[config.mk]
export PLATFORM = sky130hd
export DESIGN_NAME = irq_gen_top
export DESIGN_NICKNAME = d
export VERILOG_FILES = /design/src/logic/irq_cfg_pkg.sv /design/src/logic/irq_line_pkg.sv /design/src/logic/irq_ack_tracker.sv /design/src/logic/irq_event_log.sv /design/src/logic/irq_gen_top.sv /design/src/logic/irq_line_sel.sv /design/src/logic/irq_log_arbiter.sv /design/src/logic/irq_pc_src.sv /design/src/logic/irq_rand_src.sv
export VERILOG_INCLUDE_DIRS = /design/src /design/src/logic
export SDC_FILE = /design/constraint.sdc
export NUM_CORES = 1
export LEC_CHECK = 0
export BUFFER_PORTS_ARGS = -buffer_cell sky130_fd_sc_hd__buf_2
export CAP_MARGIN = 20
export CELL_PAD_IN_SITES_DETAIL_PLACEMENT = 1
export CELL_PAD_IN_SITES_GLOBAL_PLACEMENT = 1
export CORE_MARGIN = 3
export CORE_UTILIZATION = 30
export DETAILED_ROUTE_END_ITERATION = 12
export GPL_TIMING_DRIVEN = 0
export PLACE_DENSITY = 0.56
export SYNTH_ARGS = -nofsm -noshare
export SYNTH_HDL_FRONTEND = slang
export SYNTH_SLANG_ARGS = --single-unit
[constraint.sdc]
create_clock -name clk_i -period 7.62 [get_ports clk_i]
set_clock_uncertainty 0.2 [all_clocks]
set_input_delay 0.381 -clock clk_i [delete_from_list [all_inputs] [get_ports clk_i]]
set_output_delay 0.381 -clock clk_i [all_outputs]
set_load 0.02 [all_outputs]
[src/logic/irq_gen_macros.svh]
// Interrupt generator macros

`ifndef IRQ_GEN_MACROS_SVH
`define IRQ_GEN_MACROS_SVH

////////////////////////////////////////
// Line counts
////////////////////////////////////////

// Fast interrupt lines of the core
`define IRQ_FAST_W 48
// Software, timer, external and fast lines together
`define IRQ_LINES_W 51

////////////////////////////////////////
// Event log and LFSR
////////////////////////////////////////

`define LOG_DEPTH 16
`define LOG_AW 4
// Must never be zero or the LFSR locks up
`define LFSR_SEED 32'h5EED_C0DE

`endif

[src/logic/irq_cfg_pkg.sv]
// Interrupt configuration types

package irq_cfg_pkg;

  // Source of the interrupt lines
  typedef enum logic [1:0] {
    STANDARD         = 2'd0,
    RANDOM           = 2'd1,
    PC_TRIG          = 2'd2,
    SOFTWARE_DEFINED = 2'd3
  } irq_mode_e;

  // Random source FSM states
  typedef enum logic [2:0] {
    IDLE,
    DRAW_ID,
    DRAW_WAIT,
    COUNT,
    RAISED,
    HOLD
  } rand_state_e;

  // Static settings, driven as plain levels
  typedef struct packed {
    logic [5:0]  min_id;
    logic [5:0]  max_id;
    logic [7:0]  min_cycles;
    logic [7:0]  max_cycles;
    logic [31:0] pc_trig;
  } irq_cfg_t;

endpackage

[src/logic/irq_line_pkg.sv]
// Interrupt line and log types

`include "irq_gen_macros.svh"

package irq_line_pkg;

  // Core interrupt lines, software line is the MSB
  // Random id rule
  //   id 0 software, id 1 timer, id 2 external
  //   id 3 to 50 map to fast lines 0 to 47
  typedef struct packed {
    logic                   software;
    logic                   timer;
    logic                   external;
    logic [`IRQ_FAST_W-1:0] fast;
  } irq_lines_t;

  // Kind of a log entry
  typedef enum logic {
    EVT_ISSUE = 1'b0,
    EVT_ACK   = 1'b1
  } evt_kind_e;

  typedef struct packed {
    evt_kind_e  kind;
    logic [5:0] id;
  } log_entry_t;

  // Software word to line mapping
  function automatic irq_lines_t map_sw_word(input logic [63:0] word);
    irq_lines_t lines;
    lines.software = word[3];
    lines.timer    = word[7];
    lines.external = word[11];
    // Upper 48 bits feed the fast lines
    lines.fast     = word[63:16];
    return lines;
  endfunction

endpackage

[src/logic/irq_ack_tracker.sv]
// Core acknowledge tracker

module irq_ack_tracker
  import irq_line_pkg::*;
(
  input  logic       clk_i,
  input  logic       rst_ni,
  input  logic       ack_i,
  input  logic [5:0] ack_id_i,
  output logic       id_we_o,
  output logic [7:0] ack_cnt_o,
  output logic       log_req_o,
  output log_entry_t log_entry_o,
  input  logic       log_gnt_i
);

  logic       id_we_q;
  logic [7:0] ack_cnt_q;
  logic       log_req_q;
  logic [5:0] ack_id_q;

  always_ff @(posedge clk_i or negedge rst_ni) begin
    if (!rst_ni) begin
      id_we_q   <= 1'b0;
      ack_cnt_q <= '0;
      log_req_q <= 1'b0;
    end else begin
      // One store strobe per ack
      id_we_q <= ack_i;
      if (ack_i) begin
        ack_cnt_q <= ack_cnt_q + 8'd1;
        log_req_q <= 1'b1;
      end else if (log_gnt_i) begin
        log_req_q <= 1'b0;
      end
    end
  end

  always_ff @(posedge clk_i) begin
    if (ack_i) begin
      ack_id_q <= ack_id_i;
    end
  end

  assign id_we_o          = id_we_q;
  assign ack_cnt_o        = ack_cnt_q;
  assign log_req_o        = log_req_q;
  assign log_entry_o.kind = EVT_ACK;
  assign log_entry_o.id   = ack_id_q;

  // Top priority at the arbiter keeps a single entry in flight
  a_no_ack_while_pending : assert property (@(posedge clk_i) disable iff (!rst_ni)
    ack_i |-> !(log_req_q && !log_gnt_i));

endmodule

[src/logic/irq_event_log.sv]
// Circular interrupt event log

`include "irq_gen_macros.svh"

module irq_event_log
  import irq_line_pkg::*;
(
  input  logic              clk_i,
  input  logic              rst_ni,
  input  logic              we_i,
  input  log_entry_t        wdata_i,
  input  logic [`LOG_AW-1:0] raddr_i,
  output log_entry_t        rdata_o,
  output logic [`LOG_AW:0]  count_o
);

  log_entry_t         mem_q [`LOG_DEPTH];
  log_entry_t         rdata_q;
  logic [`LOG_AW-1:0] wptr_q;
  logic [`LOG_AW:0]   count_q;

  // Pointer wraps by width, count stops at full
  always_ff @(posedge clk_i or negedge rst_ni) begin
    if (!rst_ni) begin
      wptr_q  <= '0;
      count_q <= '0;
    end else if (we_i) begin
      wptr_q <= wptr_q + 1'b1;
      if (count_q != (`LOG_AW+1)'(`LOG_DEPTH)) begin
        count_q <= count_q + 1'b1;
      end
    end
  end

  // Storage and registered read port
  always_ff @(posedge clk_i) begin
    if (we_i) begin
      mem_q[wptr_q] <= wdata_i;
    end
    rdata_q <= mem_q[raddr_i];
  end

  assign rdata_o = rdata_q;
  assign count_o = count_q;

endmodule

[src/logic/irq_gen_top.sv]
// Interrupt generator top

`include "irq_gen_macros.svh"

module irq_gen_top
  import irq_cfg_pkg::*;
  import irq_line_pkg::*;
(
  input  logic               clk_i,
  input  logic               rst_ni,
  input  irq_mode_e          mode_i,
  input  irq_cfg_t           cfg_i,
  input  logic [63:0]        irq_lines_i,
  input  logic [31:0]        pc_i,
  input  logic               irq_ack_i,
  input  logic [5:0]         irq_ack_id_i,
  output irq_lines_t         irq_lines_o,
  output logic [5:0]         irq_act_id_o,
  output logic               irq_act_valid_o,
  output logic               irq_ack_o,
  output logic               irq_id_we_o,
  output logic [7:0]         irq_ack_cnt_o,
  input  logic [`LOG_AW-1:0] log_raddr_i,
  output log_entry_t         log_rdata_o,
  output logic [`LOG_AW:0]   log_count_o
);

  irq_mode_e        mode_q;
  irq_lines_t       rnd_lines;
  irq_lines_t       pc_lines;
  logic [5:0]       rnd_id;
  logic             rnd_valid;
  logic             pc_hit;
  logic       [1:0] log_req;
  logic       [1:0] log_gnt;
  log_entry_t [1:0] log_entry;
  logic             log_we;
  log_entry_t       log_wdata;

  ////////////////////////////////////////
  // Line sources and selector
  ////////////////////////////////////////

  irq_line_sel u_line_sel (
    .clk_i, .rst_ni, .mode_i, .sw_word_i(irq_lines_i), .rnd_lines_i(rnd_lines),
    .pc_lines_i(pc_lines), .mode_q_o(mode_q), .lines_o(irq_lines_o)
  );

  irq_rand_src u_rand_src (
    .clk_i, .rst_ni, .mode_q_i(mode_q), .cfg_i, .lines_o(rnd_lines), .act_id_o(rnd_id),
    .act_valid_o(rnd_valid), .log_req_o(log_req[1]), .log_entry_o(log_entry[1]),
    .log_gnt_i(log_gnt[1])
  );

  irq_pc_src u_pc_src (
    .clk_i, .rst_ni, .mode_q_i(mode_q), .pc_i, .pc_trig_i(cfg_i.pc_trig),
    .sw_word_i(irq_lines_i), .lines_o(pc_lines), .hit_o(pc_hit)
  );

  // PC hit reports id 0
  assign irq_act_valid_o = rnd_valid | pc_hit;
  assign irq_act_id_o    = pc_hit ? 6'd0 : rnd_id;
  assign irq_ack_o       = irq_ack_i;

  ////////////////////////////////////////
  // Acknowledges and event log
  ////////////////////////////////////////

  irq_ack_tracker u_ack_tracker (
    .clk_i, .rst_ni, .ack_i(irq_ack_i), .ack_id_i(irq_ack_id_i), .id_we_o(irq_id_we_o),
    .ack_cnt_o(irq_ack_cnt_o), .log_req_o(log_req[0]), .log_entry_o(log_entry[0]),
    .log_gnt_i(log_gnt[0])
  );

  irq_log_arbiter u_log_arbiter (
    .req_i(log_req), .entry_i(log_entry), .gnt_o(log_gnt), .we_o(log_we), .wdata_o(log_wdata)
  );

  irq_event_log u_event_log (
    .clk_i, .rst_ni, .we_i(log_we), .wdata_i(log_wdata), .raddr_i(log_raddr_i),
    .rdata_o(log_rdata_o), .count_o(log_count_o)
  );

endmodule

[src/logic/irq_line_sel.sv]
// Interrupt line selector

module irq_line_sel
  import irq_cfg_pkg::*;
  import irq_line_pkg::*;
(
  input  logic        clk_i,
  input  logic        rst_ni,
  input  irq_mode_e   mode_i,
  input  logic [63:0] sw_word_i,
  input  irq_lines_t  rnd_lines_i,
  input  irq_lines_t  pc_lines_i,
  output irq_mode_e   mode_q_o,
  output irq_lines_t  lines_o
);

  irq_mode_e  mode_q;
  irq_lines_t lines_q;

  always_ff @(posedge clk_i or negedge rst_ni) begin
    if (!rst_ni) begin
      mode_q  <= STANDARD;
      lines_q <= '0;
    end else begin
      mode_q <= mode_i;
      unique case (mode_q)
        RANDOM:  lines_q <= rnd_lines_i;
        PC_TRIG: lines_q <= pc_lines_i;
        // Zero word keeps the last mapping
        SOFTWARE_DEFINED: begin
          if (|sw_word_i) begin
            lines_q <= map_sw_word(sw_word_i);
          end
        end
        default: lines_q <= '0;
      endcase
    end
  end

  assign mode_q_o = mode_q;
  assign lines_o  = lines_q;

endmodule

[src/logic/irq_log_arbiter.sv]
// Event log write arbiter

module irq_log_arbiter
  import irq_line_pkg::*;
(
  input  logic             [1:0] req_i,
  input  log_entry_t       [1:0] entry_i,
  output logic             [1:0] gnt_o,
  output logic                   we_o,
  output log_entry_t             wdata_o
);

  ////////////////////////////////////////
  // Fixed priority grant
  ////////////////////////////////////////

  // Requester 0 is the ack tracker and always wins
  // Requester 1 is the random source
  always_comb begin
    gnt_o = 2'b00;
    if (req_i[0]) begin
      gnt_o[0] = 1'b1;
    end else if (req_i[1]) begin
      gnt_o[1] = 1'b1;
    end
  end

  // Log write happens in the grant cycle
  assign we_o = |gnt_o;

  always_comb begin
    wdata_o = entry_i[1];
    if (gnt_o[0]) begin
      wdata_o = entry_i[0];
    end
  end

  // Single grant, only to a requester
  always_comb begin
    a_gnt_legal : assert ($onehot0(gnt_o) && ((gnt_o & ~req_i) == 2'b00))
      else $error("Illegal log grant %b for request %b", gnt_o, req_i);
  end

endmodule

[src/logic/irq_pc_src.sv]
// Program counter triggered source

module irq_pc_src
  import irq_cfg_pkg::*;
  import irq_line_pkg::*;
(
  input  logic        clk_i,
  input  logic        rst_ni,
  input  irq_mode_e   mode_q_i,
  input  logic [31:0] pc_i,
  input  logic [31:0] pc_trig_i,
  input  logic [63:0] sw_word_i,
  output irq_lines_t  lines_o,
  output logic        hit_o
);

  typedef enum logic [1:0] {
    PC_ARMED,
    PC_RAISED,
    PC_WAIT,
    PC_DONE
  } pc_state_e;

  localparam irq_lines_t SW_ONLY = '{software: 1'b1, default: '0};

  pc_state_e   state_q;
  irq_lines_t  lines_q;
  logic        hit_q;
  logic [63:0] ref_word_q;

  always_ff @(posedge clk_i or negedge rst_ni) begin
    if (!rst_ni) begin
      state_q <= PC_ARMED;
      lines_q <= '0;
      hit_q   <= 1'b0;
    end else begin
      hit_q <= 1'b0;
      if (mode_q_i != PC_TRIG) begin
        state_q <= PC_ARMED;
        lines_q <= '0;
      end else begin
        unique case (state_q)
          // Software line on a PC match
          PC_ARMED: begin
            if (pc_i == pc_trig_i) begin
              lines_q <= SW_ONLY;
              state_q <= PC_RAISED;
            end
          end
          // Hit pulse lines up with the selector output
          PC_RAISED: begin
            hit_q   <= 1'b1;
            state_q <= PC_WAIT;
          end
          // Follow the first change of the software word
          PC_WAIT: begin
            if (sw_word_i != ref_word_q) begin
              lines_q <= map_sw_word(sw_word_i);
              state_q <= PC_DONE;
            end
          end
          default: state_q <= PC_DONE;
        endcase
      end
    end
  end

  // Reference word taken at the match
  always_ff @(posedge clk_i) begin
    if (state_q == PC_ARMED) begin
      ref_word_q <= sw_word_i;
    end
  end

  assign lines_o = lines_q;
  assign hit_o   = hit_q;

endmodule

[src/logic/irq_rand_src.sv]
// Random interrupt source

`include "irq_gen_macros.svh"

module irq_rand_src
  import irq_cfg_pkg::*;
  import irq_line_pkg::*;
(
  input  logic       clk_i,
  input  logic       rst_ni,
  input  irq_mode_e  mode_q_i,
  input  irq_cfg_t   cfg_i,
  output irq_lines_t lines_o,
  output logic [5:0] act_id_o,
  output logic       act_valid_o,
  output logic       log_req_o,
  output log_entry_t log_entry_o,
  input  logic       log_gnt_i
);

  rand_state_e state_q;
  logic [31:0] lfsr_q;
  logic [31:0] lfsr_next;
  logic [5:0]  id_q;
  logic [7:0]  wait_q;
  irq_lines_t  lines_q;
  irq_lines_t  id_lines;
  logic        act_valid_q;
  logic        log_req_q;
  logic [5:0]  draw_id;
  logic [7:0]  draw_wait;
  logic        id_ok;
  logic        wait_ok;

  ////////////////////////////////////////
  // LFSR and draws
  ////////////////////////////////////////

  // Galois form, shifts right every cycle
  assign lfsr_next = (lfsr_q >> 1) ^ ({32{lfsr_q[0]}} & 32'h8020_0003);

  assign draw_id   = lfsr_q[5:0];
  assign draw_wait = lfsr_q[15:8];

  // Reject ids outside the range or above the last line
  assign id_ok = (draw_id >= cfg_i.min_id) && (draw_id <= cfg_i.max_id) &&
                 (draw_id <= 6'(`IRQ_LINES_W - 1));
  assign wait_ok = (draw_wait >= cfg_i.min_cycles) && (draw_wait <= cfg_i.max_cycles);

  // One-hot line for the latched id
  always_comb begin
    id_lines = '0;
    if (id_q == 6'd0) begin
      id_lines.software = 1'b1;
    end else if (id_q == 6'd1) begin
      id_lines.timer = 1'b1;
    end else if (id_q == 6'd2) begin
      id_lines.external = 1'b1;
    end else if (id_q <= 6'(`IRQ_LINES_W - 1)) begin
      id_lines.fast[id_q - 6'd3] = 1'b1;
    end
  end

  ////////////////////////////////////////
  // FSM
  ////////////////////////////////////////

  always_ff @(posedge clk_i or negedge rst_ni) begin
    if (!rst_ni) begin
      state_q     <= IDLE;
      lfsr_q      <= `LFSR_SEED;
      id_q        <= '0;
      wait_q      <= '0;
      lines_q     <= '0;
      act_valid_q <= 1'b0;
      log_req_q   <= 1'b0;
    end else begin
      lfsr_q      <= lfsr_next;
      act_valid_q <= 1'b0;
      // Request drops the cycle after its grant
      if (log_gnt_i) begin
        log_req_q <= 1'b0;
      end
      if (mode_q_i != RANDOM) begin
        state_q <= IDLE;
        lines_q <= '0;
      end else begin
        unique case (state_q)
          IDLE: state_q <= DRAW_ID;
          // One retry per LFSR step
          DRAW_ID: begin
            if (id_ok) begin
              id_q    <= draw_id;
              state_q <= DRAW_WAIT;
            end
          end
          DRAW_WAIT: begin
            if (wait_ok) begin
              wait_q  <= draw_wait;
              state_q <= COUNT;
            end
          end
          COUNT: begin
            if (wait_q == 8'd0) begin
              lines_q <= id_lines;
              state_q <= RAISED;
            end else begin
              wait_q <= wait_q - 8'd1;
            end
          end
          // Valid and log request line up with the selector output
          RAISED: begin
            act_valid_q <= 1'b1;
            log_req_q   <= 1'b1;
            state_q     <= HOLD;
          end
          // Line stays up until the mode changes
          HOLD: state_q <= HOLD;
          default: state_q <= IDLE;
        endcase
      end
    end
  end

  assign lines_o           = lines_q;
  assign act_id_o          = id_q;
  assign act_valid_o       = act_valid_q;
  assign log_req_o         = log_req_q;
  assign log_entry_o.kind  = EVT_ISSUE;
  assign log_entry_o.id    = id_q;

  // At most one line raised at a time
  a_lines_onehot0 : assert property (@(posedge clk_i) disable iff (!rst_ni)
    $onehot0(lines_o));

endmodule

==> run metrics, run 1 <==
outcome=completed; # diodes=0; Post-synth ARST share=54.7%; prevailing post-synth register cell=dfrtp_1; Hold Vio Cnt, Final=0; Peak Freq=275 MHz; Crit path arrival time=3.96 ns; count of cell types in the netlist=66; WP data required=7.95 ns; Final Core Density=38.4%; Area contributors post-synth=edfxtp_1, dfrtp_1, mux4_2, nand2_1, mux2_2; Die W=255 um; detailed-route via count=12904; crit-path max FO=10; Syn. warnings=0; clock root buffer=clkbuf_16; final wirelength=57900 um; biggest area consumer among synthesized cells=edfxtp_1; total grt overflow=0; CP Capture Type=register; largest net degree at the start of global routing=104; sequential fraction of the synthesis area=60.8%; Worst path slowest cell=nor4_2; # placed instances=2536; Seq cells post-synth=417; RSZ-0062 raised after global routing=false; CTS Sinks=417; post-route insts no fill=2699; R2R depth=8; Post-Syn Nets=1667; worst setup path startpoint=irq_lines_i[60]; HPWL after DPL=42200 um; Pwr per Cell Area=239 mW/mm^2; H-tree lvl count=2; routed vias/inst=4.78; min Tclk post-route=3.63 ns; Die Y=255 um; CP startpoint kind=input pin; Slew @ Worst Pin=1.10 ns; GRT Util Overall=17.8%; Static Leak=9.93 nW; Total Nets Final=2045; worst r2r dst=u_rand_src.lines_o[9]$_DFFE_PN0P_; CTS tree=built; Row Count=90; Peak VDD IR=0.173 mV; Initial Utilization=30.6%; DR iter-0 viols=715; Die Footprint=0.0651 mm^2; core area=0.0609 mm^2; area share of the largest cell type after synthesis=29.3%; Remaining DRCs=0; Mapped Cells=1454; synthesized area=0.0186 mm^2; final setup margin=3.99 ns; crit-path cells=dlygate4sd3_1 -> buf_2 -> or4_1 -> nor4_1 -> nand3_1 -> nor4_2 -> buf_4 -> clkbuf_1 -> nand2_1 -> nand2_1; port buffer count=246; Hold Path Class=input pin to async pin; Reg2Reg Launch Point=u_rand_src.act_id_o[0]$_DFFE_PN0P_; antenna violations before repair=0; number of global-route vias before repair=13940; clock slew at reported path FFs=0.06 ns; first-pass GRT wire length=87100 um; critical path start-end classification=input pin to register; CTS Buf Count=47; DP Worst Slack=3.96 ns; worst skew pair latency=0.60 ns; drt wl/cell=21.4 um; Tcrit/Tclk final=47.7%; Critical Path End=u_line_sel.lines_o[45]$_DFFE_PN0P_; Crit path top cell by count=nand2_1; final setup vio count=0; io pins=251; FF-to-FF setup slack=4.18 ns; Area Overhead vs Synth=25.5%; Max Cap Viol=0; Avg Synthesized Cell Area=12.8 um^2; ratio of cells with drive above 1 in the final layout=24.7%; Detail Route Antenna Nets=0; clock tree buffer depth=3; Slew HR=26.3%; Post-synth EDFFs=182; Post-CTS Setup Bufs=0; setup TNS=0 ns; CP peak stage delay=0.79 ns; Pre-antenna DRT Iters=5; GP Congestion=0.785; Final Max Tran Viols=0
==> through the flow <==
stage | hold WS, ns | power, mW | cell area [um^2]
2_1_floorplan | -0.115 | 2.95 | 18600
3_3_place_gp | 0.135 | 3.22 | 20900
3_5_place_dp | 0.0814 | 3.25 | 21100
4_1_cts | 0.0366 | 5.66 | 23400
5_1_grt | 0.0533 | 5.82 | 23400
6_report | 0.0533 | 5.58 | 23400
==> worst min path at each step <==
stage	startpoint	to	slack, ns	depth (start not counted)
CTS	rst_ni	u_line_sel.lines_o[4]$_DFFE_PN0P_	0.04	2
floorplan	rst_ni	u_ack_tracker.ack_cnt_o[0]$_DFFE_PN0P_	-0.11	0
global placement	u_rand_src.lfsr_q[31]$_DFF_PN0_	u_rand_src.lfsr_q[30]$_DFF_PN1_	0.13	0
finish	rst_ni	u_line_sel.lines_o[4]$_DFFE_PN0P_	0.05	2
global route	rst_ni	u_line_sel.lines_o[4]$_DFFE_PN0P_	0.05	2
detailed placement	rst_ni	u_line_sel.lines_o[4]$_DFFE_PN0P_	0.08	1
==> critical path, delay by kind of cell <==
family / cells / cell delay, ns
and+or+nand+nor: 6 / 2.16
buffers and inverters: 4 / 1.40
==> kinds of logic after synthesis <==
group,share of synthesized area [%]
AND/OR/NAND/NOR,10.6
XOR/XNOR,4.70
flip-flops,60.8
AO/OA/AOI/OAI,7.22
buffers and inverters,3.26
multiplexers,10.6
adder cells (fa/ha/maj),2.82
==> power by group <==
part	internal, mW	leakage (nW)	switching [mW]	total, mW
logic	0.260	4.32	0.385	0.645
registers	2.50	4.83	0.0849	2.58
clock network	1.39	0.781	0.966	2.35
total	4.14	9.93	1.44	5.58
==> flip-flops by register name, indices dropped and copies added, names as in the netlist, 5 cells and up <==
register	flops
u_event_log.mem_q	112
u_pc_src.ref_word_q	64
u_line_sel.lines_o	51
u_pc_src.lines_o	51
u_rand_src.lines_o	51
u_rand_src.lfsr_q	32
u_ack_tracker.ack_cnt_o	8
u_rand_src.wait_q	8
u_event_log.rdata_o	7
u_ack_tracker.ack_id_q	6
u_rand_src.act_id_o	6
u_event_log.count_o	5
==> metal layers <==
metal	up-vias	global-route usage (%)	wire length (um)
met5	-	0	0
met4	0	4.56	1240
met3	77	3.28	2510
met2	237	30.3	28300
met1	6612	23.4	25800
li1	5978	-	-
==> placed cells by master, fill, tap and decap left out, types with 16 or more instances in the layout <==
master         netlist  layout
nor2_1              33      32
edfxtp_1           182     182
dfrtp_1            209     209
xnor2_1             51      51
nor3_1              16      16
and2_1              19      19
mux2i_1             45      45
nor2b_1             21      21
inv_1               93      93
dfstp_2             19      19
mux2_2              63      63
a21oi_1             17      17
nand4_1             22      22
xor2_1              49      49
mux4_2              35      35
o21ai_0             40      36
nand2_1            205     205
a22o_1              25      25
clkbuf_16            0      49
clkbuf_1            46      58
dlygate4sd3_1        0      74
a22oi_1             53      53
buf_2                5     251
ha_1                42      42
nor4_1              32      31
==> Yosys cell counts (25+ instances only) <==
master and count:
a22o_1 25, a22oi_1 53, clkbuf_1 46, dfrtp_1 209
edfxtp_1 182, ha_1 42, inv_1 93, mux2_2 63
mux2i_1 45, mux4_2 35, nand2_1 205, nor2_1 33
nor4_1 32, o21ai_0 40, xnor2_1 51, xor2_1 49
==> timing repair <==
item	in CTS	in global routing
hold buffers	74	0
gates resized for setup	0	0
hold endpoints to repair	231	0
endpoints found under the setup margin	0	0
==> final cells by class <==
| class | instances | area [um^2] |
|---|---|---|
| Fill cell | 6558 | 37500 |
| Timing Repair Buffer | 329 | 2110 |
| Tap cell | 828 | 1040 |
| Clock buffer | 64 | 1310 |
| Clock inverter | 24 | 278 |
| Multi-Input combinational cell | 880 | 6710 |
| Inverter | 93 | 349 |
| Sequential cell | 417 | 11300 |
| Buffer | 64 | 258 |
Power figures use the tool's default switching activity.
==> run 2: changes to the inputs <==
Settings changed: ABC_AREA set to 1, PLACE_DENSITY 0.56 to 0.59.
Clock period 7.62 ns to 3.4 ns, I/O delays scaled along.
==> run 2 against run 1 <==
  * Sequential cell count unchanged
  * Critical path type is now register to register
  * Largest cell class unchanged
  * Sequential share of layout area down 2.5 points
  * Cell area up 5.5%
==> run metrics, run 2 <==
outcome=completed; cell family with most CP delay=simple AND/OR/NAND/NOR gates; CP startpoint kind=register; Area contributors post-synth=edfxtp_1, dfrtp_1, nand2_1, nor2_1, inv_1; Static Leak=11.8 nW; first-pass GRT wire length=107000 um; clock tree buffer depth=3; drt wl/cell=20.6 um; post-synthesis mux area share=1.47%; synthesized area=0.0198 mm^2; Post-synth ARST share=54.7%; clock slew at reported path FFs=0.06 ns; commonest non-fill, non-tap cell in the layout=nand2_1; largest net degree at the start of global routing=111; Crit path top cell by count=nand3_1; post-synthesis compound-gate area fraction=8.06%; crit-path max FO=10; Pre-antenna DRT Iters=5; number of global-route vias before repair=17743; Die Y=263 um; Max Cap Viol=0; Hold Path Class=input pin to register; detailed-route via count=16932; multi-input logic area=0.00719 mm^2; Top Registers=u_event_log.mem_q: 112 flops, u_pc_src.ref_word_q: 64 flops; Avg Synthesized Cell Area=9.23 um^2; # placed instances=3260; Slew HR=27.4%; Worst path slowest cell=nor4_4; port buffer count=248; # diodes=0; Slew @ Worst Pin=1.08 ns; CTS Buf Count=47; GP Congestion=0.841; PostCTS Resize Cnt=0; critical path start-end classification=register to register; CP peak stage delay=0.85 ns; Post-Synth Adder-Cell Area=2.65%; Biggest register=u_event_log.mem_q; synth cell count leaders=nand2_1, nor2_1, inv_1, dfrtp_1, edfxtp_1; post-route insts no fill=3428; count of cell types in the netlist=43; clock root buffer=clkbuf_16; Area after DPL=0.0223 mm^2; Syn. warnings=0; Total Nets Final=2747; Initial Utilization=30.5%; worst skew pair latency=0.61 ns; Post-synth EDFFs=182; ratio of cells with drive above 1 in the final layout=15.5%; Pwr per Cell Area=513 mW/mm^2; Remaining DRCs=0; WP data required=3.73 ns; final setup vio count=0; core area=0.0649 mm^2; CTS Sinks=417; prevailing post-synth register cell=dfrtp_1; setup TNS=0 ns; Mapped Cells=2146; Detail Route Antenna Nets=0; most frequent cell after synthesis=nand2_1; HPWL after DPL=53100 um; H-tree lvl count=2; Seq cells post-synth=417; Final Cell Area=0.0247 mm^2; Largest register FFs=112; Final Max Tran Viols=0; min Tclk post-route=2.91 ns; Row Count=93; CP Capture Type=register; routed vias/inst=4.94; Crit path arrival time=3.24 ns; sequential fraction of the synthesis area=57.2%; GRT Util Overall=20.0%; Die W=263 um; crit-path cells=nand2_2 -> inv_2 -> nand3_1 -> nor3_1 -> nand4_1 -> nor4_4 -> buf_6 -> nand3_1 -> nand2_1; Hold Vio Cnt, Final=0; antenna violations before repair=1; Peak Freq=343 MHz; CTS tree=built; total grt overflow=0; Area Overhead vs Synth=24.6%; Tcrit/Tclk final=85.6%; io pins=251; RSZ-0062 raised after global routing=false; largest family of logic cells by synthesized area=simple AND/OR/NAND/NOR gates; post-synthesis xor/xnor area fraction=2.30%; most frequent cells in the layout=nand2_1, buf_2, nor2_1; Final Core Density=38.0%; WP buf/inv=2; power consumption=12.7 mW; DR iter-0 viols=1032; final wirelength=70500 um; Post-Synth Simple-Gate Area=21.8%; Peak VDD IR=0.330 mV; Layout fillers=7539; Post-Syn Nets=2359; area share of the largest cell type after synthesis=27.6%; biggest area consumer among synthesized cells=edfxtp_1; total area of sequential cells=0.0113 mm^2; Die Footprint=0.0691 mm^2
==> run 2: changes by cell type after synthesis, sizes merged, moves of 26 or more <==
cell / change
nand2: +309
nor2: +227
inv: +145
nand3: +129
o21ai: +80
mux2: -64
a22oi: -53
a221oi: +51
nand4: +45
mux4: -35
o211ai: +30
a21oi: +29
xor2: -28
nor4: -26
==> run 2: layer usage <==
| metal | GRT usage (%) | vias to the layer above | part of all wire (%) |
|---|---|---|---|
| met4 | 6.62 | 0 | 3.2 |
| met1 | 27.2 | 8498 | 45 |
| met5 | 0 | - | 0 |
| met2 | 32.8 | 358 | 48 |
| li1 | - | 7957 | - |
| met3 | 2.78 | 119 | 4.0 |
==> run 2: final cells by class <==
class                           count  share of cell area, %
Sequential cell                   417                   45.9
Multi-Input combinational cell   1405                   29.2
Timing Repair Buffer              339                   8.98
Clock buffer                       71                   5.67
Tap cell                          855                   4.34
Inverter                          239                   3.64
Buffer                             85                   1.58
Clock inverter                     17                  0.690
==> run 2: per-stage QoR <==
stage / hold slack, ns / setup slack [ns]
detailed placement: -0.156 / 0.548
global route: 0.0517 / 0.420
floorplan: -0.326 / 0.0552
CTS: 0.0117 / 0.529
global placement: 0.114 / -2.36
finish: 0.0371 / 0.489
==> run 2: kinds of logic (layout without fill, tap and decap cells) <==
logic type                 Yosys count  count (layout)
AOI/OAI and AO/OA                  261             261
xor gates and xnor gates            52              52
adders and majority gates           42              42
buffers and inverters              324             751
DFF                                417             417
muxes                               29              29
and+or+nand+nor                   1021            1021
==> run 2: worst paths after layout <==
path | start | endpoint | slack, ns | cells after the start
max | u_line_sel.mode_q_o[0]$_DFF_PN0_ | u_line_sel.lines_o[17]$_DFFE_PN0P_ | 0.49 | 9
min | mode_i[0] | u_line_sel.mode_q_o[0]$_DFF_PN0_ | 0.04 | 2
max reg2reg | u_line_sel.mode_q_o[0]$_DFF_PN0_ | u_line_sel.lines_o[17]$_DFFE_PN0P_ | 0.49 | 9
min reg2reg | u_rand_src.lfsr_q[16]$_DFF_PN1_ | u_rand_src.lfsr_q[15]$_DFF_PN1_ | 0.14 | 0
max in group asynchronous | rst_ni | u_line_sel.lines_o[31]$_DFFE_PN0P_ | 1.91 | 4
min in group asynchronous | rst_ni | u_line_sel.lines_o[48]$_DFFE_PN0P_ | 0.44 | 4
==> run 2: repair_timing <==
action,CTS,global route
hold buffers,80,0
setup buffers,0,0
hold endpoints to repair,419,0
==> run 2: power breakdown <==
group | leakage, nW | internal (mW) | switching, mW | total (mW)
Clock | 0.771 | 3.01 | 2.16 | 5.16
Combinational | 6.18 | 0.553 | 1.14 | 1.69
Sequential | 4.85 | 5.61 | 0.195 | 5.81
Total | 11.8 | 9.17 | 3.49 | 12.7
==> run 3: changes to the inputs <==
Settings changed: CORE_UTILIZATION 30 to 23, PLACE_DENSITY 0.59 to 0.48.
==> run 3 against run 2 <==
  * Die area rose by 30%
  * Sequential share of layout area fell by 0.92 points
  * Critical path type unchanged
  * Via count fell by 1.9%
==> run metrics, run 3 (synthesized netlist as in run 2, its figures left out) <==
final setup margin=0.404 ns; detailed-route via count=16614; Area after DPL=0.0226 mm^2; ratio of cells with drive above 1 in the final layout=15.9%; worst hold stages=2; core area=0.0845 mm^2; Layout fillers=9836; R2R depth=4; Reg2Reg Launch Point=u_ack_tracker.log_req_o$_DFFE_PN0P_; Final Core Density=29.8%; Largest register FFs=112; GRT Util Overall=16.4%; Crit path arrival time=3.04 ns; HPWL after DPL=56700 um; Final Max Tran Viols=0; drt wl/cell=20.2 um; Slew HR=29.2%; first-pass GRT wire length=112000 um; RSZ-0062 raised after global routing=false; # placed instances=3536; clock root buffer=clkbuf_16; CTS Buf Count=50; Pre-antenna DRT Iters=5; Die Footprint=0.0896 mm^2; routed vias/inst=4.48; Post-CTS Setup Bufs=0; Tcrit/Tclk final=88.1%; largest net degree at the start of global routing=98; Top Registers=u_event_log.mem_q: 112 flops, u_pc_src.ref_word_q: 64 flops; Hold Vio Cnt, Final=0; worst r2r dst=u_event_log.mem_q[12][4]$_DFFE_PP_; clock tree buffer depth=3; antenna violations before repair=4; crit-path max FO=21; multi-input logic area=0.00720 mm^2; CP Capture Type=register; final setup vio count=0; critical path start-end classification=register to register; CTS Sinks=417; H-tree lvl count=2; CP startpoint kind=register; Detail Route Antenna Nets=0; hold path startpoint=irq_lines_i[52]; worst skew pair latency=0.62 ns; Hold Path Class=input pin to register; clock slew at reported path FFs=0.06 ns; Peak VDD IR=0.375 mV; Pwr per Cell Area=518 mW/mm^2; DR iter-0 viols=991; Crit path top cell by count=nor2_1; Initial Utilization=23.4%; total grt overflow=0; most frequent cells in the layout=nand2_1, buf_2, nor2_1; Final Cell Area=0.0252 mm^2; Remaining DRCs=0; Static Leak=11.9 nW; # diodes=0; Row Count=106; Worst path slowest cell=dfrtp_1; port buffer count=248; CP peak stage delay=0.93 ns; final wirelength=74900 um; post-route insts no fill=3711; Die Y=299 um; hold path endpoint=u_pc_src.ref_word_q[52]$_DFFE_PP_; Biggest register=u_event_log.mem_q; Slew @ Worst Pin=1.05 ns; outcome=completed; FF-to-FF setup slack=0.40 ns; Peak Freq=334 MHz; crit-path cells=nor2_1 -> inv_1 -> nand2_1 -> nor2_1; CTS tree=built; total area of sequential cells=0.0113 mm^2; Post-CTS Hold Buffers=81; power consumption=13.0 mW; PostCTS Resize Cnt=0; number of global-route vias before repair=17720; io pins=251; Max Cap Viol=0; DP Worst Slack=0.360 ns; Die W=299 um; commonest non-fill, non-tap cell in the layout=nand2_1; Area Overhead vs Synth=27.2%; WP data required=3.44 ns; min Tclk post-route=3.00 ns; GP Congestion=0.890; Total Nets Final=2748
-- run 3: changes by cell type in the layout (fill, tap and decap cells not counted), moves of 2 or more --
cell / previous run / this run
clkinv_1: 6 / 2
clkinvlp_4: 0 / 4
buf_4: 9 / 6
o21ai_1: 61 / 58
o21ai_2: 1 / 4
clkbuf_16: 49 / 51
clkinv_16: 0 / 2
clkinv_2: 6 / 8
clkinv_8: 2 / 0
-- run 3: stage by stage --
| stage | TNS [ns] | hold slack, ns |
|---|---|---|
| CTS | 0 | 0.0521 |
| floorplan | 0 | -0.326 |
| detailed placement | 0 | -0.0191 |
| finish | 0 | 0.102 |
| global placement | -729.83 | 0.0820 |
| global route | 0 | 0.0841 |
-- run 3: worst max path at each step --
stage,startpoint,to,cells past startpoint
after detailed placement,u_ack_tracker.log_req_o$_DFFE_PN0P_,u_event_log.mem_q[12][4]$_DFFE_PP_,4
after global routing,u_ack_tracker.log_req_o$_DFFE_PN0P_,u_event_log.mem_q[5][2]$_DFFE_PP_,4
after global placement,rst_ni,u_line_sel.lines_o[32]$_DFFE_PN0P_,1
after CTS,u_ack_tracker.log_req_o$_DFFE_PN0P_,u_event_log.mem_q[12][2]$_DFFE_PP_,4
after floorplan,u_pc_src.state_q[0]$_DFFE_PN0P_,u_pc_src.lines_o[10]$_DFFE_PN0P_,5
final,u_ack_tracker.log_req_o$_DFFE_PN0P_,u_event_log.mem_q[12][4]$_DFFE_PP_,4
-- run 3: layer usage --
layer	global-route usage, %	vias up	wire, um
li1	-	7960	-
met1	22.2	8239	34600
met2	27.0	300	35000
met3	2.58	111	2870
met4	5.23	4	2360
met5	0	-	27
-- run 3: critical path: cells and delay by family (launching register included) --
family | cells | cell delay, ns
buffers and inverters | 1 | 0.31
flip-flops | 1 | 0.93
AND/OR/NAND/NOR | 3 | 1.19
-- run 3: report_power, final --
part	switching (mW)	leakage [nW]	internal, mW	total, mW
logic	1.16	6.18	0.552	1.71
clock network	2.29	0.831	3.24	5.53
registers	0.188	4.85	5.61	5.80
total	3.64	11.9	9.40	13.0
-- run 3: area by class of cell --
cell class | count | area share (%)
clock buffers | 73 | 5.79
plain buffers | 85 | 1.55
clock inverters | 21 | 1.04
multi-input cells | 1405 | 28.6
inverters | 239 | 3.56
well taps | 1134 | 5.64
flip-flops and latches | 417 | 45.0
repair buffers | 337 | 8.78
